--- src/logic/dual_issue_params.svh ---
`ifndef DUAL_ISSUE_PARAMS_SVH
`define DUAL_ISSUE_PARAMS_SVH

// data path and register file
`define DI_XLEN 32
`define DI_NREG 32
`define DI_RW 5

// buffer depth, also the starting credit count of each sender
`define DI_CREDITS 2

// all-zero word, decodes as a nop
`define DI_INST_NOP 32'h0000_0000

// raw instruction fields
`define DI_F_OP 31:26
`define DI_F_RD 25:21
`define DI_F_RJ 20:16
`define DI_F_RK 15:11
`define DI_F_IMM 15:0

// decoded slot word held in dec_buf: op, rd, rj, rk, imm
`define DI_DEC_W 53

`endif

--- src/logic/credit_fifo.sv ---
`timescale 1ns/10ps
`include "dual_issue_params.svh"

module credit_fifo #(
    parameter int DEPTH = `DI_CREDITS,
    parameter int WIDTH = `DI_XLEN
) (
    input  logic                clk,
    input  logic                rstn,
    input  logic                wr_valid,
    input  logic [`DI_XLEN-1:0] wr_pc,
    input  logic [WIDTH-1:0]    wr_data0,
    input  logic [WIDTH-1:0]    wr_data1,
    output logic                head_valid,
    output logic [`DI_XLEN-1:0] head_pc,
    output logic [WIDTH-1:0]    head_data0,
    output logic [WIDTH-1:0]    head_data1,
    input  logic                pop,
    output logic                credit
);

    localparam int AW = (DEPTH > 1) ? $clog2(DEPTH) : 1;

    logic [`DI_XLEN-1:0] pc_mem [DEPTH];
    logic [WIDTH-1:0]    d0_mem [DEPTH];
    logic [WIDTH-1:0]    d1_mem [DEPTH];
    logic [AW-1:0]       wr_ptr;
    logic [AW-1:0]       rd_ptr;
    logic [AW:0]         count;
    logic                do_pop;

    // wrap for any depth, not only powers of two
    function automatic logic [AW-1:0] bump(input logic [AW-1:0] ptr);
        return (ptr == AW'(DEPTH - 1)) ? '0 : ptr + 1'b1;
    endfunction

    assign head_valid = (count != '0);
    assign head_pc    = pc_mem[rd_ptr];
    assign head_data0 = d0_mem[rd_ptr];
    assign head_data1 = d1_mem[rd_ptr];
    assign do_pop     = pop && head_valid;
    // one credit back per freed entry
    assign credit     = do_pop;

    always_ff @(posedge clk or negedge rstn) begin
        if (!rstn) begin
            wr_ptr <= '0;
            rd_ptr <= '0;
            count  <= '0;
        end else begin
            if (wr_valid)
                wr_ptr <= bump(wr_ptr);
            if (do_pop)
                rd_ptr <= bump(rd_ptr);
            count <= count + (AW+1)'(wr_valid) - (AW+1)'(do_pop);
        end
    end

    always_ff @(posedge clk) begin
        if (wr_valid) begin
            pc_mem[wr_ptr] <= wr_pc;
            d0_mem[wr_ptr] <= wr_data0;
            d1_mem[wr_ptr] <= wr_data1;
        end
    end

    // senders must stay within their credits
    assert property (@(posedge clk) disable iff (!rstn)
        wr_valid |-> (count < (AW+1)'(DEPTH)) || pop);
    assert property (@(posedge clk) disable iff (!rstn)
        pop |-> head_valid);

endmodule

--- config.mk ---
export PLATFORM = sky130hd
export DESIGN_NAME = credit_fifo
export DESIGN_NICKNAME = d
export VERILOG_FILES = /design/src/logic/credit_fifo.sv
export VERILOG_INCLUDE_DIRS = /design/src /design/src/logic
export SDC_FILE = /design/constraint.sdc
export NUM_CORES = 1
export LEC_CHECK = 0
export BUFFER_PORTS_ARGS = -buffer_cell sky130_fd_sc_hd__buf_2
export CORE_MARGIN = 2
export CORE_UTILIZATION = 56
export DETAILED_ROUTE_END_ITERATION = 12
export HOLD_SLACK_MARGIN = 0.03
export PLACE_DENSITY_LB_ADDON = 0.3
export SLEW_MARGIN = 20
export SYNTH_ARGS = -nofsm -noshare
export SYNTH_HDL_FRONTEND = slang
export SYNTH_SLANG_ARGS = --single-unit
--- constraint.sdc ---
create_clock -name clk -period 8.3 [get_ports clk]
set_input_delay 0.415 -clock clk [delete_from_list [all_inputs] [get_ports clk]]
set_output_delay 0.415 -clock clk [all_outputs]
set_load 0.02 [all_outputs]
Word level (Yosys, flattened, before mapping)
Memory sizes are Yosys's and may differ from the RTL's.
Index checks and enable logic that the tools add are counted.
{"block": "totals", "ram_bits": 192, "wordCells": 16, "ff_bits": 4, "mem_count": 3, "output_inout_bits": 98}
{"memory": "d0_mem", "depth": 2, "word_bits": 32, "read_ports": 1, "rd_ports_with_merged_regs": 0, "write_ports": 1, "line_no": "credit_fifo.sv:25", "text": "logic [WIDTH-1:0] d0_mem [DEPTH];"}
{"memory": "d1_mem", "depth": 2, "word_bits": 32, "read_ports": 1, "rd_ports_with_merged_regs": 0, "write_ports": 1, "line_no": "credit_fifo.sv:26", "text": "logic [WIDTH-1:0] d1_mem [DEPTH];"}
{"memory": "pc_mem", "depth": 2, "word_bits": 32, "read_ports": 1, "rd_ports_with_merged_regs": 0, "write_ports": 1, "line_no": "credit_fifo.sv:24", "text": "logic [`DI_XLEN-1:0] pc_mem [DEPTH];"}
{"block": "op_classes", "n_reduce_logical": 2, "addsub": 4, "n_mux": 4}
{"cell": "$mux 1", "n": 4}
{"cell": "$add 1x1->1 const B", "n": 2}
{"cell": "$add 2x1->2", "n": 1}
{"cell": "$reduce_bool 2->1", "n": 1}
{"cell": "$sub 2x1->2", "n": 1}
{"cell": "$logic_and 1x1->1", "n": 1}

Logic depth before layout (Yosys ltp)
{"block": "depth", "word_depth": 3, "mapped_depth": 6}

Least setup slack after synthesis
OpenSTA, ideal clock, no wires.
{"block": "synth_timing", "kind": "reg2reg", "startpoint": "register wr_ptr", "endpoint": "memory d0_mem[0][0] (netlist name), enable pin", "setup_slack_ns": 3.084, "setup_ns": 0.563, "arrival_time_ns": 4.653, "t_required_ns": 7.737, "path_stages_with_launch": 2, "path_cell_list": "dfrtp_1 > nor2b_1"}
{"item": "start, declared", "line_no": "credit_fifo.sv:27", "text": "logic [AW-1:0] wr_ptr;"}
{"item": "start signal, assigned", "line_no": "credit_fifo.sv:52", "text": "wr_ptr <= bump(wr_ptr);"}
{"item": "end, declared", "line_no": "credit_fifo.sv:25"}
Straight into the memory's write port.

Worst setup path after layout
{"block": "layout_timing", "startpoint": "register rd_ptr", "endpoint": "output head_data0[7]"}
{"block": "layout_via", "elab_chain_len": 1}
{"item": "start, declared", "line_no": "credit_fifo.sv:28", "text": "logic [AW-1:0] rd_ptr;"}
{"item": "start signal, assigned", "line_no": "credit_fifo.sv:54", "text": "rd_ptr <= bump(rd_ptr);"}
{"item": "$mem_v2 2x32"}
{"item": "end, declared", "line_no": "credit_fifo.sv:16", "text": "output logic [WIDTH-1:0] head_data0,"}
No other way between the ends.

==> summary.md <==
| Metric | Value |
|---|---|
| Critical path cell sequence | `buf_4 -> mux2_2 -> buf_2` |
| Port Buffers | `197` |
| Pwr Density | `352 nW/µm²` |
| Unrepaired setup endpoints after global routing | `no` |
| Die span in y | `118 µm` |
| Share of cells above drive strength 1 | `61.1%` |
| Final HPWL DP | `8120 µm` |
| Clock tree buffer depth | `2` |
| Yosys top cell area share | `79.6%` |
| R2r startpoint | `wr_ptr` |
| Initial antenna violation count | `2` |
| Required time worst endpoint | `7.89 ns` |
| Yosys cell types | `14` |
| H-tree depth | `4` |
| Synth top area cells | `edfxtp_1, mux2_2, mux2_4` |
| Fin. Hold Viols | `0` |
| Synth-to-Final Area Change | `23.8%` |
| Core Area | `12600 µm²` |
| Fin crit period | `3.03 ns` |
| Mapped Cells | `315` |
| Num ports | `198` |
| CP max stage cell | `dfrtp_4` |
| Leakage | `3.47 nW` |
| Final worst path period share | `36.5%` |
| Worst Path Max Fanout | `51` |
| Crit end category | `output port` |
| # rows | `41` |
| # DRC | `0` |
| Initial core utilization | `57.4%` |
| Status | `completed` |
| Critical path's top delay family | `flip-flops` |
| Clock sinks | `196` |
| DR pass1 iterations | `4` |
| Worst setup path start | `rd_ptr` |
| Mapped Area | `7240 µm²` |
| Crit start category | `flop` |
| DRT antenna net count | `0` |
| Largest net degree at the start of global routing | `52` |
| Commonest non-fill, non-tap cell in the layout | `buf_2` |
| Crit-path max cell delay | `0.87 ns` |
| Die area | `13900 µm²` |
| Multi-input gate area | `1290 µm²` |
| Rel. slew slack | `50.4%` |
| FILL cells | `840` |
| Final setup TNS | `0 ns` |
| DR vias/cell | `5.04` |
| Hold path start | `wr_data1[0]` |
| TritonCTS Buffers | `17` |
| Sequential Area | `5870 µm²` |
| First DRT Iteration DRCs | `302` |
| Sequential-to-total area share from yosys stat | `81.0%` |
| Max-cap viol count | `0` |
| Critical path type | `flop to output port` |
| Routability cong. | `0.762` |
| Vias | `3575` |
| Max Clk Rate | `0.330 GHz` |
| Vias in the first global route | `3762` |
| Worst vdd ir | `0.221 mV` |
| Clk root buf | `clkbuf_16` |
| Total Routing Usage GR | `18.2%` |
| Yosys top cell by area | `edfxtp_1` |
| Worst Skew | `0.00372 ns` |
| CTS tree | `done` |
| Bufs and invs on worst path | `2` |
| # setup viols final | `0` |
| Register bit total from synthesis | `196` |
| Worst Hold Class | `input port to flop` |
| First-pass GRT wire length | `18900 µm` |
| Post-synthesis average cell area | `23.0 µm²` |
| Worst EP arrival | `2.62 ns` |
| Reg clk slew, reported paths | `0.06 ns` |
| Most frequent cells in the layout | `buf_2, edfxtp_1, mux2_2` |
| Layout net count | `627` |
| Grt total ovfl | `0` |
| Final slew viol count | `0` |
| Hold slack | `0.176 ns` |
| Clk_lat worst skew | `0.42 ns` |
| Post-CTS Resized | `0` |
| Design Power | `3.16 mW` |
| Wirelength per Cell | `17.1 µm` |
| Net Count, Synth | `417` |
| Ys Warns | `0` |
| Die W | `118 µm` |
| Final wirelength | `12200 µm` |
| Slew @ Worst Pin | `0.743 ns` |
-- cell type report --
cell class,instances,area share (%)
diodes,1,0.0279
clock buffers,20,4.87
clock inverters,11,1.26
inverters,2,0.0838
multi-input cells,106,14.4
flip-flops and latches,196,65.5
well taps,172,2.40
repair buffers,202,11.5
-- what timing repair did --
| action | in CTS | in global routing |
|---|---|---|
| hold buffers | 1 | 0 |
| setup buffers | 0 | 0 |
| endpoints found under the hold margin | 4 | 0 |
-- metal layers --
metal	track usage [%]	share of wire (%)	up-vias
li1	-	-	1666
met1	21.2	39	1726
met5	0	0.11	-
met3	7.75	9.1	27
met2	29.3	49	154
met4	8.96	2.2	2
-- Yosys cell counts --
library cell,number
mux2_4,30
or2_2,1
buf_2,6
mux2_2,66
and2_1,1
inv_1,2
xor2_1,2
o21a_1,1
buf_6,5
dfrtp_1,4
xnor2_1,2
nor2b_1,1
edfxtp_1,192
ha_1,2
-- worst paths after layout --
path	to	slack, ns	depth (start not counted)
max	head_data0[7]	5.27	3
min	d1_mem[0][0]	0.18	1
max reg2reg	pc_mem[1][14]	6.21	2
min reg2reg	count[1]	0.51	1
max in group asynchronous	rd_ptr	7.82	2
min in group asynchronous	rd_ptr	0.34	2
-- where the power goes --
group	switching, mW	leakage, nW	internal [mW]
combinational	0.564	1.36	0.424
clock	0.321	0.267	0.438
sequential	0.0946	1.85	1.32
total	0.980	3.47	2.18
-- through the flow --
step                utilization, %  setup WS (ns)  instances  cell area [µm²]
global route                  71.0           5.12        710             8960
CTS                           71.0           5.21        709             8960
detailed placement            66.5           5.68        677             8400
floorplan                        -           3.08        315             7240
finish                        71.0           5.27        710             8960
global placement              66.5           5.71        677             8400
-- flip-flops by register name (all words and copies together), names as in the netlist --
| signal | flops |
|---|---|
| count | 2 |
| d0_mem | 64 |
| d1_mem | 64 |
| pc_mem | 64 |
| rd_ptr | 1 |
| wr_ptr | 1 |
-- kinds of logic (layout without fill, tap and decap cells) --
logic type / after synthesis / in the layout / share of synthesized area [%]
xor+xnor: 4 / 4 / 0.484
mux: 96 / 96 / 16.5
simple gates: 3 / 3 / 0.259
flops: 196 / 196 / 81.0
fa+ha+maj: 2 / 2 / 0.346
compound gates: 1 / 1 / 0.104
other cells: 0 / 1 / 0
buf+inv: 13 / 235 / 1.30
No activity file was read; power rests on OpenSTA's default activity.
