[config.mk]
export PLATFORM = sky130hd
export DESIGN_NAME = pair_decode
export DESIGN_NICKNAME = d
export VERILOG_FILES = /design/src/logic/dual_issue_pkg.sv /design/src/logic/pair_decode.sv
export VERILOG_INCLUDE_DIRS = /design/src /design/src/logic
export SDC_FILE = /design/constraint.sdc
export NUM_CORES = 1
export LEC_CHECK = 0
export ABC_CLOCK_PERIOD_IN_PS = 3900
export BUFFER_PORTS_ARGS = -buffer_cell sky130_fd_sc_hd__buf_2
export CAP_MARGIN = 15
export CORE_MARGIN = 8
export CORE_UTILIZATION = 37
export DETAILED_ROUTE_END_ITERATION = 6
export GPL_TIMING_DRIVEN = 0
export PLACE_DENSITY_LB_ADDON = 0.12
export SYNTH_ARGS = -nofsm -noshare
export SYNTH_HDL_FRONTEND = slang
export SYNTH_SLANG_ARGS = --single-unit
[constraint.sdc]
create_clock -name clk -period 3.9 [get_ports clk]
set_clock_uncertainty 0.15 [all_clocks]
set_input_delay 0.78 -clock clk [delete_from_list [all_inputs] [get_ports clk]]
set_output_delay 0.78 -clock clk [all_outputs]
set_load 0.1 [all_outputs]
[src/logic/dual_issue_params.svh]
`ifndef DUAL_ISSUE_PARAMS_SVH
`define DUAL_ISSUE_PARAMS_SVH

// data path and register file
`define DI_XLEN 32
`define DI_NREG 32
`define DI_RW 5

// buffer depth, also the starting credit count of each sender
`define DI_CREDITS 2

// all-zero word, decodes as a nop
`define DI_INST_NOP 32'h0000_0000

// raw instruction fields
`define DI_F_OP 31:26
`define DI_F_RD 25:21
`define DI_F_RJ 20:16
`define DI_F_RK 15:11
`define DI_F_IMM 15:0

// decoded slot word held in dec_buf: op, rd, rj, rk, imm
`define DI_DEC_W 53

`endif

[src/logic/dual_issue_pkg.sv]
package dual_issue_pkg;

    // decoded opcodes, raw values 8 and up fold into op_nop
    typedef enum logic [5:0] {
        op_nop  = 6'd0,
        op_add  = 6'd1,
        op_sub  = 6'd2,
        op_and  = 6'd3,
        op_or   = 6'd4,
        op_xor  = 6'd5,
        op_addi = 6'd6,
        op_priv = 6'd7
    } opcode_e;

    // issue state, also carried to commit
    typedef enum logic [1:0] {
        mode_pair   = 2'd0,
        mode_first  = 2'd1,
        mode_second = 2'd2
    } issue_mode_e;

endpackage

[src/logic/pair_decode.sv]
`timescale 1ns/10ps
`include "dual_issue_params.svh"

module pair_decode (
    input  logic                     clk,
    input  logic                     rstn,
    input  logic                     head_valid,
    input  logic [`DI_XLEN-1:0]      head_pc,
    input  logic [31:0]              head_inst0,
    input  logic [31:0]              head_inst1,
    output logic                     pop,
    input  logic                     dec_credit,
    output logic                     dec_valid,
    output logic [`DI_XLEN-1:0]      dec_pc,
    output dual_issue_pkg::opcode_e  op0,
    output dual_issue_pkg::opcode_e  op1,
    output logic [`DI_RW-1:0]        rd0,
    output logic [`DI_RW-1:0]        rj0,
    output logic [`DI_RW-1:0]        rk0,
    output logic [`DI_RW-1:0]        rd1,
    output logic [`DI_RW-1:0]        rj1,
    output logic [`DI_RW-1:0]        rk1,
    output logic [`DI_XLEN-1:0]      imm0,
    output logic [`DI_XLEN-1:0]      imm1
);

    localparam int CW = $clog2(`DI_CREDITS + 1);

    logic [CW-1:0] credit_cnt;

    function automatic dual_issue_pkg::opcode_e map_op(input logic [5:0] raw);
        if (raw <= 6'd7)
            return dual_issue_pkg::opcode_e'(raw);
        return dual_issue_pkg::op_nop;
    endfunction

    function automatic logic [`DI_XLEN-1:0] sext(input logic [15:0] imm);
        return {{(`DI_XLEN-16){imm[15]}}, imm};
    endfunction

    // pop only with room reserved in dec_buf
    assign pop = head_valid && (credit_cnt != '0);

    always_ff @(posedge clk or negedge rstn) begin
        if (!rstn) begin
            credit_cnt <= CW'(`DI_CREDITS);
            dec_valid  <= 1'b0;
        end else begin
            credit_cnt <= credit_cnt - CW'(pop) + CW'(dec_credit);
            dec_valid  <= pop;
        end
    end

    always_ff @(posedge clk) begin
        if (pop) begin
            dec_pc <= head_pc;
            op0    <= map_op(head_inst0[`DI_F_OP]);
            rd0    <= head_inst0[`DI_F_RD];
            rj0    <= head_inst0[`DI_F_RJ];
            rk0    <= head_inst0[`DI_F_RK];
            imm0   <= sext(head_inst0[`DI_F_IMM]);
            op1    <= map_op(head_inst1[`DI_F_OP]);
            rd1    <= head_inst1[`DI_F_RD];
            rj1    <= head_inst1[`DI_F_RJ];
            rk1    <= head_inst1[`DI_F_RK];
            imm1   <= sext(head_inst1[`DI_F_IMM]);
        end
    end

    // dec_buf never hands back more than was spent
    assert property (@(posedge clk) disable iff (!rstn)
        credit_cnt <= CW'(`DI_CREDITS));

endmodule

# Word-level counts from Yosys, hierarchy flattened
# Index checks and enable logic that the tools add are counted.
# totals
out_inout_bits	140
inputBits	100
register_bits	109
# classes
muxes	6
reduce_logical	2
order_cmp	2
n_addsub	2
# op_table
operator	n
6-bit by 3-bit less-or-equal comparator with 1-bit output, second input constant	2
6-bit two-way mux	2
1-bit two-way mux	4
2-bit by 1-bit adder with 2-bit output	1
2-bit nonzero test	1
2-bit by 1-bit subtractor with 2-bit output	1
1-bit logical AND	1

# Depth between registers and ports, before layout
# Gate-level depths: netlist of the first run.
# logic_depth
depth_word	4
mapped_depth	5
ltp_nobuf	5

# Worst setup path before layout of the first run
# OpenSTA, ideal clock, no wires.
# synth_timing
path_kind	input -> register
from	input port head_valid
to	register credit_cnt[1]
path_buffers	0
cell_stages	5
slack_ns	-0.963
arrival_time_ns	4.622
required_time_ns	3.659
path_cell_list	o21a_1 ha_1 inv_1 ha_1 xor3_1
# synth_between
elab_chain_cells	3
# synth_lines
item	line	source
start, declared	pair_decode.sv:7	input logic head_valid,
1-bit logical AND	pair_decode.sv:42	assign pop = head_valid && (credit_cnt != '0);
2-bit by 1-bit subtractor with 2-bit output	pair_decode.sv:49	credit_cnt <= credit_cnt - CW'(pop) + CW'(dec_credit);
2-bit by 1-bit adder with 2-bit output	pair_decode.sv:49	
end signal, assigned	pair_decode.sv:46	credit_cnt <= CW'(`DI_CREDITS);
end signal, assigned	pair_decode.sv:49	
end, declared	pair_decode.sv:29	logic [CW-1:0] credit_cnt;
# No other way between the ends.
# A chain may end at the register's enable or synchronous reset.

# Worst setup path in the final report of the first run
# layout_timing
from	register credit_cnt[1]
to	output port pop
# layout_between
elab_chain_cells	2
# layout_lines
item	line	source
2-bit nonzero test	pair_decode.sv:42	
1-bit logical AND	pair_decode.sv:42	
end, declared	pair_decode.sv:11	output logic pop,
# No other way between the ends.

==> flow_metrics.env, run 1 <==
export IMPL_run_status="complete, no violations"
export IMPL_post_cts_buffers=0
export IMPL_clock_latency_ps=340
export IMPL_synth_warnings=0
export IMPL_synthArstFlopShare_pct=3.03
export IMPL_crit_type="flop to output pin"
export IMPL_std_cell_rows=35
export IMPL_drc=0
export IMPL_drv_slew=0
export IMPL_critical_path_max_stage_delay_ps=580
export IMPL_r2r_cells=6
export IMPL_fmax_mhz=336
export IMPL_areaGrowthSynthToFinish_pct=47.7
export IMPL_nFillCells=776
export IMPL_synth_top_family_by_area="buffers and inverters"
export IMPL_finalWirelength_mm=9.00
export IMPL_powerDensity_nw_per_um2=939
export IMPL_cp_slowest_cell="o21a_4"
export IMPL_synth_flop_cell="edfxtp_1"
export IMPL_final_hold_viol_count=0
export IMPL_first_global_vias=2401
export IMPL_clkPwrFrac_pct=15.6
export IMPL_drt_iter0_drc=76
export IMPL_vdd_drop_max_mv=0.405
export IMPL_synth_area_mux_share_pct=0
export IMPL_clk_pin_slew_ps=90
export IMPL_regArea_um2=2960
export IMPL_multi_input_area_um2=139
export IMPL_intPower_w=0.00214
export IMPL_synth_area_leaders="edfxtp_1, buf_4, nor4b_1"
export IMPL_synth_most_common_cell="edfxtp_1"
export IMPL_crit_arrival_ps=2050
export IMPL_cts_root_buf="clkbuf_8"
export IMPL_leakage_nw=2.30
export IMPL_grt_setup_unrepaired="false"
export IMPL_drive_gt1_share_pct=72.3
export IMPL_synth_edf_count=96
export IMPL_first_pass_iters=6
export IMPL_hold_path_class="primary input to async pin"
export IMPL_ios=240
export IMPL_grt_max_degree=52
export IMPL_fin_util_pct=55.3
export IMPL_clock_path_buffers=2
export IMPL_fin_crit_sh_pct=76.4
export IMPL_die_h_um=112
export IMPL_die_area_um2=12500
export IMPL_synth_compound_area_share_pct=0.221
export IMPL_tightest_slew_ps=676
export IMPL_synth_common_cells="edfxtp_1, buf_4, nor4b_1"
export IMPL_max_cap_violations=0
export IMPL_ys_seq_area_share_pct=87.2
export IMPL_coreArea_um2=9060
export IMPL_wl_per_cell_um=17.1
export IMPL_relSlewSlack_pct=55.0
export IMPL_p_comb_share_pct=52.6
export IMPL_crit_chain="o21a_4 > buf_2"
export IMPL_startpoint_type="flop"
export IMPL_start_util_pct=37.4
export IMPL_net_switching_power_w=0.00257
export IMPL_avgSynthCellArea_um2=22.0
export IMPL_hold_buffers=0
export IMPL_die_x_um=112
export IMPL_yosys_area_share_adder_pct=0.737
export IMPL_r2r_end="credit_cnt[1]"
export IMPL_numCtsBuffers=9
export IMPL_htreeDepth=3
export IMPL_viasPerCell=4.21
export IMPL_ys_types=10
export IMPL_layout_setup_ws_ps=921
export IMPL_worst_path_max_fanout=49
export IMPL_nets=512
export IMPL_grt_overflow=0
export IMPL_critPathCaptureType="output pin"
export IMPL_gp_congestion=0.780
export IMPL_antenna_left=0
export IMPL_seq_power_share_pct=31.8
export IMPL_pre_cts_slack_ps=941
export IMPL_diodes=0
export IMPL_synth_xor_area_share_pct=0.700
export IMPL_grt_usage_pct=14.0
export IMPL_sw_frac_of_total_pct=54.6
export IMPL_antenna_found_initial=1
export IMPL_crit_required_ps=2970
export IMPL_r2r_slack_ps=1510
export IMPL_synth_top_area_cell="edfxtp_1"
export IMPL_synth_simple_area_share_pct=1.55
export IMPL_p_total_w=0.00471
export IMPL_cts_tree="yes"
export IMPL_vias=2214
export IMPL_cts_resized=0
export IMPL_cts_sinks=99
export IMPL_synth_cells=154
export IMPL_final_setup_viol_count=0
export IMPL_synth_area_um2=3390
export IMPL_grt_pass1_wl_mm=13.5
export IMPL_yosysTopAreaCellShare_pct=84.9
export IMPL_fin_crit_ps=2980
export IMPL_reg2reg_from="credit_cnt[1]"
export IMPL_hpwl_mm=7.29
export IMPL_ys_ff_latch=99
export IMPL_io_buffers=239
## how the worst max path moves through the flow
stage                  start  slack (ps)  cells past startpoint       endpoint
2_1_floorplan     head_valid         420                      5  credit_cnt[1]
3_3_place_gp      head_valid        -280                      3            pop
3_5_place_dp      head_valid         940                      3            pop
4_1_cts        credit_cnt[1]         870                      2            pop
5_1_grt        credit_cnt[1]         810                      2            pop
6_report       credit_cnt[1]         920                      2            pop
## power groups by stage
stage	Combinational, W	Sequential, W	Clock [W]
global route	0.00254	0.00152	0.000788
CTS	0.00249	0.00150	0.000761
finish	0.00248	0.00150	0.000733
floorplan	0.000804	0.00285	0
global placement	0.00247	0.00153	0
detailed placement	0.00249	0.00153	0
## worst max-delay path, delay by kind of cell (launching register included)
kind | cells | cell delay, ps
buffers and inverters | 1 | 550
AOI/OAI and AO/OA | 1 | 580
DFF | 1 | 570
## per-stage QoR
stage | cells | TNS, ps | hold slack, ps | cell area (µm²)
CTS | 526 | 0 | 40.0 | 5010
finish | 526 | 0 | 62.4 | 5010
detailed placement | 510 | 0 | 429 | 4780
floorplan | 159 | 0 | 334 | 3410
global route | 526 | 0 | 47.1 | 5010
global placement | 509 | -276 | 429 | 4750
## area by class of cell
| type | count | area share, % |
|---|---|---|
| sequential | 99 | 59.0 |
| inverter | 2 | 0.150 |
| clock buffer | 9 | 2.47 |
| clock inverter | 7 | 2.12 |
| timing repair buffer | 240 | 24.4 |
| multi-input combinational | 16 | 2.77 |
| buffer | 42 | 6.29 |
| tap | 111 | 2.77 |
## cell families (layout without fill, tap and decap cells)
family,Yosys count,in the layout
flops,99,99
buf+inv,44,300
simple gates,6,6
fa+ha+maj,2,2
other cells,1,6
compound gates,1,1
xor+xnor,1,1
## placed cells by master, fill, tap and decap left out, drive strengths merged
cell type	Yosys	final
buf	42	282
bufinv	0	2
clkbuf	0	9
clkinv	0	2
conb	1	6
dfrtp	2	2
dfstp	1	1
edfxtp	96	96
ha	2	2
inv	2	5
nor4b	6	6
o21a	1	1
xor3	1	1
## layer usage
layer | routed length, µm | vias to the layer above | global-route usage [%] | part of all wire (%)
li1 | - | 1043 | - | -
met3 | 1190 | 11 | 8.01 | 13
met4 | 78 | 2 | 5.01 | 0.87
met1 | 3170 | 1013 | 13.1 | 35
met5 | 8 | - | 0 | 0.089
met2 | 4550 | 145 | 25.0 | 51
## state kept, by name (all words and copies together), names as in the netlist
name        count
rk0             5
op1             6
rd1             5
credit_cnt      2
rj0             5
imm1           11
imm0           11
rd0             5
dec_pc         32
dec_valid       1
rj1             5
op0             6
rk1             5
(Power assumes the default switching activity.)
==> run 2, diff against run 1 <==
--- a/config.mk
+++ b/config.mk
@@ -6,7 +6,7 @@
 export SDC_FILE = /design/constraint.sdc
 export NUM_CORES = 1
 export LEC_CHECK = 0
-export ABC_CLOCK_PERIOD_IN_PS = 3900
+export ABC_CLOCK_PERIOD_IN_PS = 2450
 export BUFFER_PORTS_ARGS = -buffer_cell sky130_fd_sc_hd__buf_2
 export CAP_MARGIN = 15
 export CORE_MARGIN = 8
==> constraint.sdc (replaced) <==
create_clock -name clk -period 2.45 [get_ports clk]
set_clock_uncertainty 0.15 [all_clocks]
set_input_delay 0.49 -clock clk [delete_from_list [all_inputs] [get_ports clk]]
set_output_delay 0.49 -clock clk [all_outputs]
set_load 0.1 [all_outputs]
==> run 2 against run 1 <==
  * Global-route usage is 0.96 points higher
  * Utilization down 0.26 points
  * Cell count is 0.57% higher
  * Register-to-register slack got worse by 850 ps
  * Critical endpoint unchanged
  * Largest cell class unchanged
  * Highest routed layer is now met4
  * Worst hold slack gained 94 ps
  * Final area shrank 0.47%
  * Via count rose by 2.9%
  * Sequential power up 61%
  * Clock-buffer cell count grew 2
==> flow_metrics.env, run 2 (same netlist as run 1, synthesis figures left out) <==
export IMPL_io_buffers=239
export IMPL_diodes=0
export IMPL_tightest_slew_ps=674
export IMPL_powerDensity_nw_per_um2=1460
export IMPL_sw_frac_of_total_pct=56.2
export IMPL_areaGrowthSynthToFinish_pct=47.0
export IMPL_htreeDepth=3
export IMPL_reg_top3="dec_pc (32), imm0 (11), imm1 (11)"
export IMPL_fin_hold_ws_ps=157
export IMPL_clkPwrFrac_pct=12.6
export IMPL_cts_tree="yes"
export IMPL_drive_gt1_share_pct=72.0
export IMPL_min_to="rj0[0]"
export IMPL_drv_slew=0
export IMPL_ios=240
export IMPL_startpoint_type="flop"
export IMPL_intPower_w=0.00319
export IMPL_clk_pin_slew_ps=100
export IMPL_crit_type="flop to output pin"
export IMPL_pre_cts_slack_ps=2.99
export IMPL_relSlewSlack_pct=55.1
export IMPL_drc=0
export IMPL_layout_setup_ws_ps=180
export IMPL_hold_path_class="primary input to flop"
export IMPL_nFillCells=770
export IMPL_grt_pass1_wl_mm=14.1
export IMPL_antenna_found_initial=0
export IMPL_numCtsBuffers=9
export IMPL_wl_per_cell_um=18.1
export IMPL_max_cap_violations=0
export IMPL_r2r_slack_ps=660
export IMPL_post_cts_buffers=0
export IMPL_start_util_pct=37.4
export IMPL_most_common_layout_cells="buf_2, edfxtp_1, buf_4"
export IMPL_std_cell_rows=35
export IMPL_net_switching_power_w=0.00410
export IMPL_final_hold_viol_count=0
export IMPL_cts_sinks=99
export IMPL_met2RoutedLength_mm=4.58
export IMPL_vias=2279
export IMPL_finalWirelength_mm=9.55
export IMPL_viasPerCell=4.31
export IMPL_grt_overflow=0
export IMPL_top_layer="met4"
export IMPL_antenna_left=0
export IMPL_reg2reg_from="credit_cnt[1]"
export IMPL_die_h_um=112
export IMPL_hold_path_depth=1
export IMPL_hpwl_mm=7.36
export IMPL_hp_start="head_inst0[16]"
export IMPL_seq_power_share_pct=33.0
export IMPL_m1WireLength_mm=3.57
export IMPL_p_comb_share_pct=54.4
export IMPL_critPathCaptureType="output pin"
export IMPL_leakage_nw=2.27
export IMPL_run_status="complete, no violations"
export IMPL_cts_root_buf="clkbuf_8"
export IMPL_dpl_cell_area_um2=4790
export IMPL_fmax_mhz=440
export IMPL_drt_iter0_drc=100
export IMPL_first_pass_iters=4
export IMPL_worst_path_max_fanout=15
export IMPL_r2r_cells=5
export IMPL_fin_crit_sh_pct=92.7
export IMPL_vdd_drop_max_mv=0.701
export IMPL_crit_required_ps=1810
export IMPL_die_x_um=112
export IMPL_r2r_end="credit_cnt[1]"
export IMPL_grt_usage_pct=15.0
export IMPL_grt_setup_unrepaired="false"
export IMPL_coreArea_um2=9060
export IMPL_final_common_cell="buf_2"
export IMPL_wl_met3_mm=1.30
export IMPL_clock_path_buffers=2
export IMPL_gp_congestion=0.725
export IMPL_largest_reg_flops=32
export IMPL_fin_crit_ps=2270
export IMPL_clock_latency_ps=350
export IMPL_nets=515
export IMPL_max_flop_register="dec_pc"
export IMPL_stdcell_area_um2=4990
export IMPL_grt_max_degree=44
export IMPL_final_setup_viol_count=0
export IMPL_first_global_vias=2372
export IMPL_die_area_um2=12500
export IMPL_crit_arrival_ps=1630
[run 2: worst max-delay path, stage by stage, from the launching register on]
cell	delay [ps]
dfstp_2	610
o21a_4	310
buf_4	350
[run 2: layer usage]
layer | up-vias | GRT usage [%]
li1 | 1052 | -
met1 | 1065 | 15.7
met2 | 152 | 24.1
met3 | 10 | 8.77
met4 | 0 | 6.02
met5 | - | 0
[run 2: final cells by class]
cell class                      count  area (µm²)  share of cell area [%]
Buffer                             42         315                    6.32
Clock buffer                       11         131                    2.63
Clock inverter                      5        40.0                   0.802
Inverter                            2        7.51                   0.150
Multi-Input combinational cell     18         169                    3.39
Sequential cell                    99        2960                    59.3
Tap cell                          111         139                    2.78
Timing Repair Buffer              241        1230                    24.6
[run 2: power groups by stage]
stage / logic (W) / registers (W) / clock network, W
final: 0.00396 / 0.00241 / 0.000919
after global routing: 0.00408 / 0.00245 / 0.00101
after detailed placement: 0.00397 / 0.00243 / 0
after floorplan: 0.00129 / 0.00453 / 0
after global placement: 0.00394 / 0.00243 / 0
after CTS: 0.00399 / 0.00240 / 0.000962
[run 2: how the worst max path moves through the flow]
stage / startpoint / end
floorplan: credit_cnt[1] / credit_cnt[1]
global placement: head_valid / pop
detailed placement: head_valid / pop
CTS: credit_cnt[1] / pop
global route: rk0[4] / imm0[21]
finish: credit_cnt[1] / pop
[run 2: timing repair]
action	CTS	global route
endpoints found under the hold margin	3	0
hold buffers	1	0
setup endpoints to repair	1	1
resized for setup	1	0
gates cloned	1	1
[run 2: stage by stage]
stage | utilization, % | power [W] | setup TNS, ps | cells
after floorplan | - | 0.00582 | -8.84 | 159
after global placement | 52.6 | 0.00637 | -573 | 509
after detailed placement | 52.8 | 0.00641 | 0 | 510
after CTS | 54.9 | 0.00735 | 0 | 528
after global routing | 55.0 | 0.00753 | 0 | 529
final | 55.0 | 0.00729 | 0 | 529
