### config.mk
export PLATFORM = sky130hd
export DESIGN_NAME = issue_split
export DESIGN_NICKNAME = d
export VERILOG_FILES = /design/src/logic/dual_issue_pkg.sv /design/src/logic/issue_split.sv
export VERILOG_INCLUDE_DIRS = /design/src /design/src/logic
export SDC_FILE = /design/constraint.sdc
export NUM_CORES = 1
export LEC_CHECK = 0
export BUFFER_PORTS_ARGS = -buffer_cell sky130_fd_sc_hd__buf_2
export CAP_MARGIN = 10
export CORE_AREA = 2 2 121 123
export DETAILED_ROUTE_END_ITERATION = 8
export DIE_AREA = 0 0 123 125
export GPL_ROUTABILITY_DRIVEN = 0
export GPL_TIMING_DRIVEN = 0
export PLACE_DENSITY = 0.52
export SKIP_LAST_GASP = 1
export SLEW_MARGIN = 20
export SYNTH_ARGS = -nofsm -noshare
export SYNTH_HDL_FRONTEND = slang
export SYNTH_SLANG_ARGS = --single-unit
### constraint.sdc
create_clock -name clk -period 6.49 [get_ports clk]
set_input_delay 0.649 -clock clk [delete_from_list [all_inputs] [get_ports clk]]
set_output_delay 0.649 -clock clk [all_outputs]
set_load 0.03 [all_outputs]
### src/logic/dual_issue_params.svh
`ifndef DUAL_ISSUE_PARAMS_SVH
`define DUAL_ISSUE_PARAMS_SVH

// data path and register file
`define DI_XLEN 32
`define DI_NREG 32
`define DI_RW 5

// buffer depth, also the starting credit count of each sender
`define DI_CREDITS 2

// all-zero word, decodes as a nop
`define DI_INST_NOP 32'h0000_0000

// raw instruction fields
`define DI_F_OP 31:26
`define DI_F_RD 25:21
`define DI_F_RJ 20:16
`define DI_F_RK 15:11
`define DI_F_IMM 15:0

// decoded slot word held in dec_buf: op, rd, rj, rk, imm
`define DI_DEC_W 53

`endif

### src/logic/dual_issue_pkg.sv
package dual_issue_pkg;

    // decoded opcodes, raw values 8 and up fold into op_nop
    typedef enum logic [5:0] {
        op_nop  = 6'd0,
        op_add  = 6'd1,
        op_sub  = 6'd2,
        op_and  = 6'd3,
        op_or   = 6'd4,
        op_xor  = 6'd5,
        op_addi = 6'd6,
        op_priv = 6'd7
    } opcode_e;

    // issue state, also carried to commit
    typedef enum logic [1:0] {
        mode_pair   = 2'd0,
        mode_first  = 2'd1,
        mode_second = 2'd2
    } issue_mode_e;

endpackage

### src/logic/issue_split.sv
`timescale 1ns/10ps
`include "dual_issue_params.svh"

module issue_split (
    input  logic                         clk,
    input  logic                         rstn,
    input  logic                         head_valid,
    input  logic [`DI_XLEN-1:0]          head_pc,
    input  dual_issue_pkg::opcode_e      head_op0,
    input  dual_issue_pkg::opcode_e      head_op1,
    input  logic [`DI_RW-1:0]            head_rd0,
    input  logic [`DI_RW-1:0]            head_rj0,
    input  logic [`DI_RW-1:0]            head_rk0,
    input  logic [`DI_RW-1:0]            head_rd1,
    input  logic [`DI_RW-1:0]            head_rj1,
    input  logic [`DI_RW-1:0]            head_rk1,
    input  logic [`DI_XLEN-1:0]          head_imm0,
    input  logic [`DI_XLEN-1:0]          head_imm1,
    output logic                         pop,
    output logic                         issue_valid,
    output dual_issue_pkg::issue_mode_e  issue_mode,
    output logic [`DI_XLEN-1:0]          issue_pc0,
    output logic [`DI_XLEN-1:0]          issue_pc1,
    output dual_issue_pkg::opcode_e      issue_op0,
    output dual_issue_pkg::opcode_e      issue_op1,
    output logic [`DI_RW-1:0]            issue_rd0,
    output logic [`DI_RW-1:0]            issue_rj0,
    output logic [`DI_RW-1:0]            issue_rk0,
    output logic [`DI_RW-1:0]            issue_rd1,
    output logic [`DI_RW-1:0]            issue_rj1,
    output logic [`DI_RW-1:0]            issue_rk1,
    output logic [`DI_XLEN-1:0]          issue_imm0,
    output logic [`DI_XLEN-1:0]          issue_imm1
);

    localparam logic [31:0] NOP_WORD = `DI_INST_NOP;

    dual_issue_pkg::issue_mode_e state;
    logic                        dual_ok;

    function automatic logic is_alu(input dual_issue_pkg::opcode_e op);
        return (op >= dual_issue_pkg::op_add) && (op <= dual_issue_pkg::op_addi);
    endfunction

    // independent alu pair, no raw hazard from slot 0 into slot 1
    assign dual_ok = is_alu(head_op0) && is_alu(head_op1)
                  && (head_op1 != dual_issue_pkg::op_nop)
                  && ((head_rd0 == '0)
                      || ((head_rd0 != head_rj1) && (head_rd0 != head_rk1)));

    assign issue_valid = head_valid;
    assign issue_mode  = (state == dual_issue_pkg::mode_second) ? dual_issue_pkg::mode_second :
                         dual_ok ? dual_issue_pkg::mode_pair : dual_issue_pkg::mode_first;
    // head leaves dec_buf once the whole pair is out
    assign pop         = head_valid && (issue_mode != dual_issue_pkg::mode_first);
    assign issue_pc1   = issue_pc0 + `DI_XLEN'd4;

    always_ff @(posedge clk or negedge rstn) begin
        if (!rstn) begin
            state <= dual_issue_pkg::mode_pair;
        end else if (head_valid) begin
            if (state == dual_issue_pkg::mode_second)
                state <= dual_issue_pkg::mode_pair;
            else if (!dual_ok)
                state <= dual_issue_pkg::mode_second;
        end
    end

    always_comb begin
        issue_pc0  = head_pc;
        issue_op0  = head_op0;
        issue_rd0  = head_rd0;
        issue_rj0  = head_rj0;
        issue_rk0  = head_rk0;
        issue_imm0 = head_imm0;
        issue_op1  = head_op1;
        issue_rd1  = head_rd1;
        issue_rj1  = head_rj1;
        issue_rk1  = head_rk1;
        issue_imm1 = head_imm1;
        // second half of a split pair moves into slot 0
        if (state == dual_issue_pkg::mode_second) begin
            issue_pc0  = head_pc + `DI_XLEN'd4;
            issue_op0  = head_op1;
            issue_rd0  = head_rd1;
            issue_rj0  = head_rj1;
            issue_rk0  = head_rk1;
            issue_imm0 = head_imm1;
        end
        if (issue_mode != dual_issue_pkg::mode_pair) begin
            issue_op1  = dual_issue_pkg::opcode_e'(NOP_WORD[`DI_F_OP]);
            issue_rd1  = NOP_WORD[`DI_F_RD];
            issue_rj1  = NOP_WORD[`DI_F_RJ];
            issue_rk1  = NOP_WORD[`DI_F_RK];
            issue_imm1 = {{(`DI_XLEN-16){NOP_WORD[15]}}, NOP_WORD[`DI_F_IMM]};
        end
    end

    // a split pair keeps its head in dec_buf until the second half issues
    assert property (@(posedge clk) disable iff (!rstn)
        (issue_valid && issue_mode == dual_issue_pkg::mode_first)
        |-> !pop ##1 (head_valid && $stable(head_pc) && $stable(head_rd1)));

endmodule

Yosys cells after proc, flatten, opt, wreduce, memory -nomap -nowiden
Cells that the tools add are included.
- add/sub/neg operators: 2
- mux-type cells: 15
- reduce and logical (&&, ||, !) cells: 12
- $lt $le $gt $ge: 4
- equality and inequality tests: 5
- operators with widths (cell ; count):
    32-bit 2-to-1 mux ; 3
    32-bit by 3-bit adder with 32-bit output (second input constant) ; 2
    5-bit 2-to-1 mux ; 6
    6-bit by 1-bit greater-or-equal comparator with 1-bit output (second input constant) ; 2
    6-bit by 3-bit less-or-equal comparator with 1-bit output (second input constant) ; 2
    6-bit 2-to-1 mux ; 2
    5-bit != test ; 2
    1-bit logical AND ; 7
    2-bit 2-to-1 mux ; 3
    6-bit nonzero test ; 1
    5-bit zero test ; 1
    2-bit by 1-bit != test with 1-bit output (second input constant) ; 2
    2-bit == test (second input constant) ; 1
    2-bit AND reduction ; 1
    2-bit nonzero test ; 1
    1-bit logical OR ; 1
    1-bit 2-to-1 mux ; 1
- output and inout port bits: 174
- flip-flop bits (word level): 2

Longest topological paths before layout
Gate-level depths: netlist of the first run.
- depth in word-level cells: 9
- gate-level depth with buffers: 9

Worst setup path after synthesis of the first run
OpenSTA, ideal clock, no wires.
- path type: reg2out
- from: reg state[1]
- to: out issue_pc1[26]
- arrival time: 3.660 ns
- cell stages (with the launch flop): 10
- slack: 2.181 ns
- buffers on the path: 2
- cell sequence: dfrtp_1 -> clkbuf_1 -> buf_1 -> xor2_1 -> ha_1 -> nor4b_1 -> nand4_1 -> nor2_1 -> nand4b_1 -> xnor2_1
- longest elaborated chain between the ends: 3
- RTL lines (what ; line ; RTL):
    start: declaration ; issue_split.sv:38 ; dual_issue_pkg::issue_mode_e state;
    start signal: assignment ; issue_split.sv:60 ; state <= dual_issue_pkg::mode_pair;
    start signal: assignment ; issue_split.sv:63 ; state <= dual_issue_pkg::mode_pair;
    start signal: assignment ; issue_split.sv:65 ; state <= dual_issue_pkg::mode_second;
    2-bit == test ; issue_split.sv:82 ; if (state == dual_issue_pkg::mode_second) begin
    32-bit 2-to-1 mux ; issue_split.sv:82 ;
    via issue_pc0[2] ; issue_split.sv:22 ; output logic [`DI_XLEN-1:0] issue_pc0,
    32-bit by 3-bit adder with 32-bit output ; issue_split.sv:56 ; assign issue_pc1 = issue_pc0 + `DI_XLEN'd4;
    end: declaration ; issue_split.sv:23 ; output logic [`DI_XLEN-1:0] issue_pc1,
The timed path passes the listed nets, and every way through them passes these cells.

Worst setup path after layout of the first run
- from: reg state[1]
- to: out issue_pc1[26]
- longest elaborated chain between the ends: 3
- RTL lines (what ; line):
    2-bit == test ; issue_split.sv:82
    32-bit 2-to-1 mux ; issue_split.sv:82
    32-bit by 3-bit adder with 32-bit output ; issue_split.sv:56
Every way passes these cells.

==> impl_metrics.toml, run 1 <==
[power_and_ir_drop]
p_sw_share_pct = 64.1
power_switching_w = 0.000268
total_power_w = 0.000418
p_leak_nw = 2.28
pwr-share-clk_pct = 0
peakVddDrop_mv = 0.0479
power.internal_w = 0.000150
p_seq_share_pct = 2.0
comb_power_share_pct = 98.0
powerDensity_nw_per_um2 = 93.5

[hold_path]
hold_path_class = "in2async"

[drt]
num_vias = 3837
post-route-drc-count = 0
wl_um = 15300
via_per_inst = 4.47
firstDrtPassIters = 4
routedWlPerCell_um = 17.9
antenna_left = 0
drt_iter0_drc = 124

[synthesis]
synth_top_area_share_pct = 22.2
yosysWarnings = 0
ys_seq_area_share_pct = 0.932
synth_edf_count = 0
synth_cells = 363
synth_seq_cells = 1
avgSynthCellArea_um2 = 7.40
synth_area_um2 = 2690
synth_top_cell_by_area = "mux2_2"
synth_area_leaders = "mux2_2, xnor2_1, and2_1, xor2_1, nand4_1"
synth_ff_type = "dfrtp_1"
synth.distinct_cells = 58
async_flop_share_pct = 100

[clock_network]
ctsResizeCount = 0
clkLatencyLatePin_ns = 0
post-cts-setup-buffers = 0
clk_pin_slew_worst_paths_ns = 0
cts_hold_buf = 0

[die]
io_pins = 315
rows = 44
dieArea_um2 = 15400
initial_core_util_pct = 18.9
fp.coreArea_um2 = 14200
die_w_um = 123
die_y_um = 125

[cells_and_area]
final_common_cell = "buf_2"
syn_to_final_growth_pct = 66.7
nFillCells = 1639
drive_above_1_share_pct = 58.1
largest_reg_flops = 1
layout_common_cells = "buf_2, mux2_2, and2_1, xnor2_1, nand2_1"
regMostFlops = "state"
largestRegisters = "state x1"
fin_cells = 859
nets = 818

[worst_setup_path]
critPathSlowestCell = "buf_1"
timing.rr.end = "state[1]"
crit_required_ns = 5.84
cp.arrival_ns = 3.84
endpoint_kind = "output pin"
cpPeakStageDelay_ns = 0.51
reg2reg_slack_ns = 4.84
critPathLaunchType = "flop"
cp_num_buf_inv = 3
crit_type = "reg2out"
worst-path-stages = 10
cp_cell_sequence = "clkbuf_1 > buf_1 > xor2_1 > ha_1 > nor4b_2 > nand4_1 > nor2_1 > nand4b_1 > xnor2_1 > buf_2"
critPathTopFamily = "simple AND/OR/NAND/NOR gates"
r2r_cells = 3
r2r-start = "state[1]"
cp_max_fo = 10

[place]
hpwl_um = 14100
placed_cells = 857
post-place-ws_ns = 1.72
port_buffers = 308

[global_route]
grt_pass1_vias = 3613
grt-ovfl-total = 0
grt_pass1_wl_um = 21600
grt_max_degree = 11
antenna_found_initial = 2
grt_usage_pct = 18.3

[timing]
rsz0062_at_grt = "no"
final_max_slew_viol_count = 0
fin_setup_tns_ns = 0
hold_viol_final = 0
fmax_mhz = 223
setup_slack_ns = 2.01
period_share_pct = 69.1
worstMarginPinSlew_ns = 0.732
skew_ns = 0
setup-violations-final = 0
fin_crit_ns = 4.48
slew_headroom_pct = 50.8

[run]
cap_violations = 0

[outcome]
status = "finished clean"
synthesized netlist by cell type, drive strengths merged, types with 14 or more instances:
master	instances
nor2	21
buf	20
xnor2	46
nand2	23
nand3	20
inv	14
and2	53
mux2	53
nand4	19
xor2	20
layout make-up:
class	count	area (um2)	area share, %
multi-input cells	324	2460	55.1
repair buffers	308	1540	34.4
well taps	184	230	5.14
plain buffers	26	156	3.49
inverters	14	52.6	1.17
flip-flops and latches	1	25.0	0.559
diodes	2	5.00	0.112
stage by stage:
| stage | hold slack (ns) | utilization (%) | cell area, um2 |
|---|---|---|---|
| final | 0.424 | 31.5 | 4480 |
| after global routing | 0.433 | 31.5 | 4470 |
| after CTS | 0.425 | 31.5 | 4470 |
| after detailed placement | 0.425 | 31.5 | 4470 |
| after global placement | 0.424 | 31.4 | 4460 |
| after floorplan | 0.353 | - | 2690 |
kinds of logic (layout without fill, tap and decap cells):
family / Yosys count / after routing / share of synthesized area (%)
mux: 55 / 55 / 23.0
buf+inv: 40 / 348 / 7.78
compound gates: 19 / 19 / 4.99
other cells: 1 / 5 / 0.140
flops: 1 / 1 / 0.932
fa+ha+maj: 2 / 2 / 0.932
xor+xnor: 66 / 66 / 21.8
simple gates: 179 / 179 / 40.4
per-layer routing:
| metal | track usage, % | share of wire, % |
|---|---|---|
| met1 | 19.8 | 37 |
| met2 | 35.4 | 52 |
| met5 | 0 | 0 |
| met3 | 4.56 | 8.9 |
| met4 | 3.14 | 2.5 |
worst reg2reg max path, stage by stage, from the launching register on:
cell      delay, ns
dfrtp_1        0.44
clkbuf_1       0.38
buf_1          0.51
mux2i_1        0.24
power groups by stage:
stage               logic (W)  registers [W]  clock network [W]
floorplan            0.000259     0.00000929                  0
global placement     0.000412     0.00000825                  0
detailed placement   0.000412     0.00000825                  0
CTS                  0.000414     0.00000827                  0
global route         0.000434     0.00000835                  0
finish               0.000410     0.00000826     0.000000000433
how the worst max path moves through the flow:
stage / from / endpoint
2_1_floorplan: state[1] / issue_pc1[26]
3_3_place_gp: state[1] / issue_pc1[26]
3_5_place_dp: state[1] / issue_pc1[26]
4_1_cts: state[1] / issue_pc1[26]
5_1_grt: state[1] / issue_pc1[26]
6_report: state[1] / issue_pc1[26]
No activity file was read; power rests on OpenSTA's default activity.
==> run 2, diff against run 1 <==
- ABC_AREA: unset -> 1
- CORE_AREA: 2 2 121 123 -> 2 2 124 126
- DIE_AREA: 0 0 123 125 -> 0 0 126 128
- PLACE_DENSITY: 0.52 -> 0.57
- clock period: 6.49 -> 3.8 ns (I/O delays scaled with it)
==> run 2 against run 1 <==
Final cell count rose by 39%; combinational power up 110%; highest routed layer is now met5; global-route usage is 1.2 points higher; critical path depth grew 4; clock skew stayed put; worst setup slack lost 0.97 ns; critical endpoint is now issue_pc1[22].
==> impl_metrics.toml, run 2 <==
[outcome]
status = "finished clean"

[timing]
rsz0062_at_grt = "no"
final_max_slew_viol_count = 0
fin_crit_ns = 2.77
period_share_pct = 72.8
setup_slack_ns = 1.03
skew_ns = 0
fmax_mhz = 362
hold_viol_final = 0
slew_headroom_pct = 60.2
fin_setup_tns_ns = 0
worstMarginPinSlew_ns = 0.597
setup-violations-final = 0

[run]
cap_violations = 0

[synthesis]
synth_area_um2 = 3340
ys_seq_area_share_pct = 0.749
synth_edf_count = 0
synth_common_cells = "nand2_1, inv_1, nor2_1"
avgSynthCellArea_um2 = 4.79
synth.distinct_cells = 30
synth_ff_type = "dfrtp_1"
synth_seq_cells = 1
synth_area_leaders = "nand2_1, inv_1, nor2_1, o21ai_0, xor2_1"
synth_mux_area_share_pct = 0
synth_xor_area_share_pct = 8.92
synth_cells = 697
yosys.area_share.simple_pct = 61.6
yosysWarnings = 0
synth_top_area_share_pct = 23.8
synth_compound_area_share_pct = 8.99
async_flop_share_pct = 100
synth_adder_area_share_pct = 0.749
synth_top_family_by_area = "simple AND/OR/NAND/NOR gates"
synthMostInstantiatedCell = "nand2_1"
synth_top_cell_by_area = "nand2_1"

[worst_setup_path]
cpPeakStageDelay_ns = 0.21
crit_required_ns = 3.42
reg2reg_slack_ns = 1.90
critPathSlowestCell = "buf_2"
r2r_cells = 5
cp_cell_sequence = "buf_2 > ha_1 > nand2_1 > nor2_4 > nand3_1 > nor2_1 > nand2_1 > nand2_2 > nand2_1 > nor2_1 > nand2_1 > nor2_2 > xor2_1 > buf_2"
cp.arrival_ns = 2.39
worst_path_most_repeated_cell = "nand2_1"
endpoint_kind = "output pin"
r2r-start = "state[1]"
cp_max_fo = 4
crit_type = "in2out"
critPathLaunchType = "primary input"
timing.rr.end = "state[1]"

[place]
post-place-ws_ns = 0.974
port_buffers = 309
hpwl_um = 15400

[clock_network]
ctsResizeCount = 0
post-cts-setup-buffers = 0
clkLatencyLatePin_ns = 0
clk_pin_slew_worst_paths_ns = 0
cts_hold_buf = 0

[cells_and_area]
final_common_cell = "buf_2"
drive_above_1_share_pct = 38.5
layout_common_cells = "buf_2, nand2_1, inv_1, nor2_1, o21ai_0"
syn_to_final_growth_pct = 53.7
nets = 1153
regMostFlops = "state"
final_util_pct = 34.5
nFillCells = 1801
largest_reg_flops = 1
largestRegisters = "state x1"

[drt]
wl_met3_um = 1300
drt_iter0_drc = 178
via_per_inst = 4.32
num_vias = 5174
routedWlPerCell_um = 14.2
firstDrtPassIters = 4
post-route-drc-count = 0
wl_met2_um = 9010
highest_layer = "met5"
antenna_left = 0
met1_length_um = 6210
wl_um = 16900

[die]
rows = 45
io_pins = 315
dieArea_um2 = 16100
die_y_um = 128
initial_core_util_pct = 22.5
die_w_um = 126
fp.coreArea_um2 = 14900

[power_and_ir_drop]
p_leak_nw = 3.29
powerDensity_nw_per_um2 = 172
peakVddDrop_mv = 0.0916
total_power_w = 0.000885

[global_route]
grt_usage_pct = 19.4
antenna_found_initial = 4
grt_pass1_wl_um = 25400
grt_max_degree = 11
grt_pass1_vias = 4887
grt-ovfl-total = 0

[hold_path]
hold_path_class = "in2async"
## run 2: worst max-delay path, delay by kind of cell
kind          cells  cell delay, ns
simple gates     10            1.33
buf+inv           2            0.35
fa+ha+maj         1            0.17
xor+xnor          1            0.15
## run 2: routing by layer
metal | global-route usage [%] | up-vias
met5 | 0 | -
li1 | - | 2708
met1 | 20.4 | 2241
met2 | 39.0 | 193
met4 | 3.81 | 6
met3 | 4.76 | 26
## run 2: where the power goes
group	switching, W	internal, W	leakage, nW
combinational	0.000627	0.000245	3.28
sequential	0.000000663	0.0000125	0.0113
clock	0	0.0000000000352	0.00000634
## run 2: layout make-up
type                            instances  area (um2)  area share [%]
Antenna cell                            1        2.50          0.0488
Tap cell                              188         235            4.58
Timing Repair Buffer                  309        1550            30.1
Inverter                              133         499            9.73
Buffer                                 26         131            2.56
Sequential cell                         1        25.0           0.488
Multi-Input combinational cell        539        2690            52.5
## run 2: kinds of logic (layout without fill, tap and decap cells)
logic type	after synthesis	count (layout)
and+or+nand+nor	443	443
buffers and inverters	159	468
AOI/OAI and AO/OA	60	60
xor gates and xnor gates	31	31
adders and majority gates	2	2
other	1	4
DFF	1	1
## run 2: worst max-delay path by stage
stage	from	endpoint	slack (ns)	depth (start not counted)
6_report	head_pc[2]	issue_pc1[22]	1.03	14
5_1_grt	head_pc[2]	issue_pc1[22]	0.79	14
4_1_cts	head_pc[2]	issue_pc1[22]	0.97	14
3_5_place_dp	head_pc[2]	issue_pc1[22]	0.97	14
3_3_place_gp	state[1]	issue_imm1[11]	0.94	7
2_1_floorplan	state[1]	issue_pc1[20]	0.60	12
## run 2: metrics by stage
stage | std cells | hold WS, ns | cell area [um2]
floorplan | 699 | 0.0844 | 3350
global placement | 1196 | 0.155 | 5130
detailed placement | 1196 | 0.155 | 5130
CTS | 1196 | 0.156 | 5130
global route | 1197 | 0.161 | 5130
finish | 1197 | 0.155 | 5130
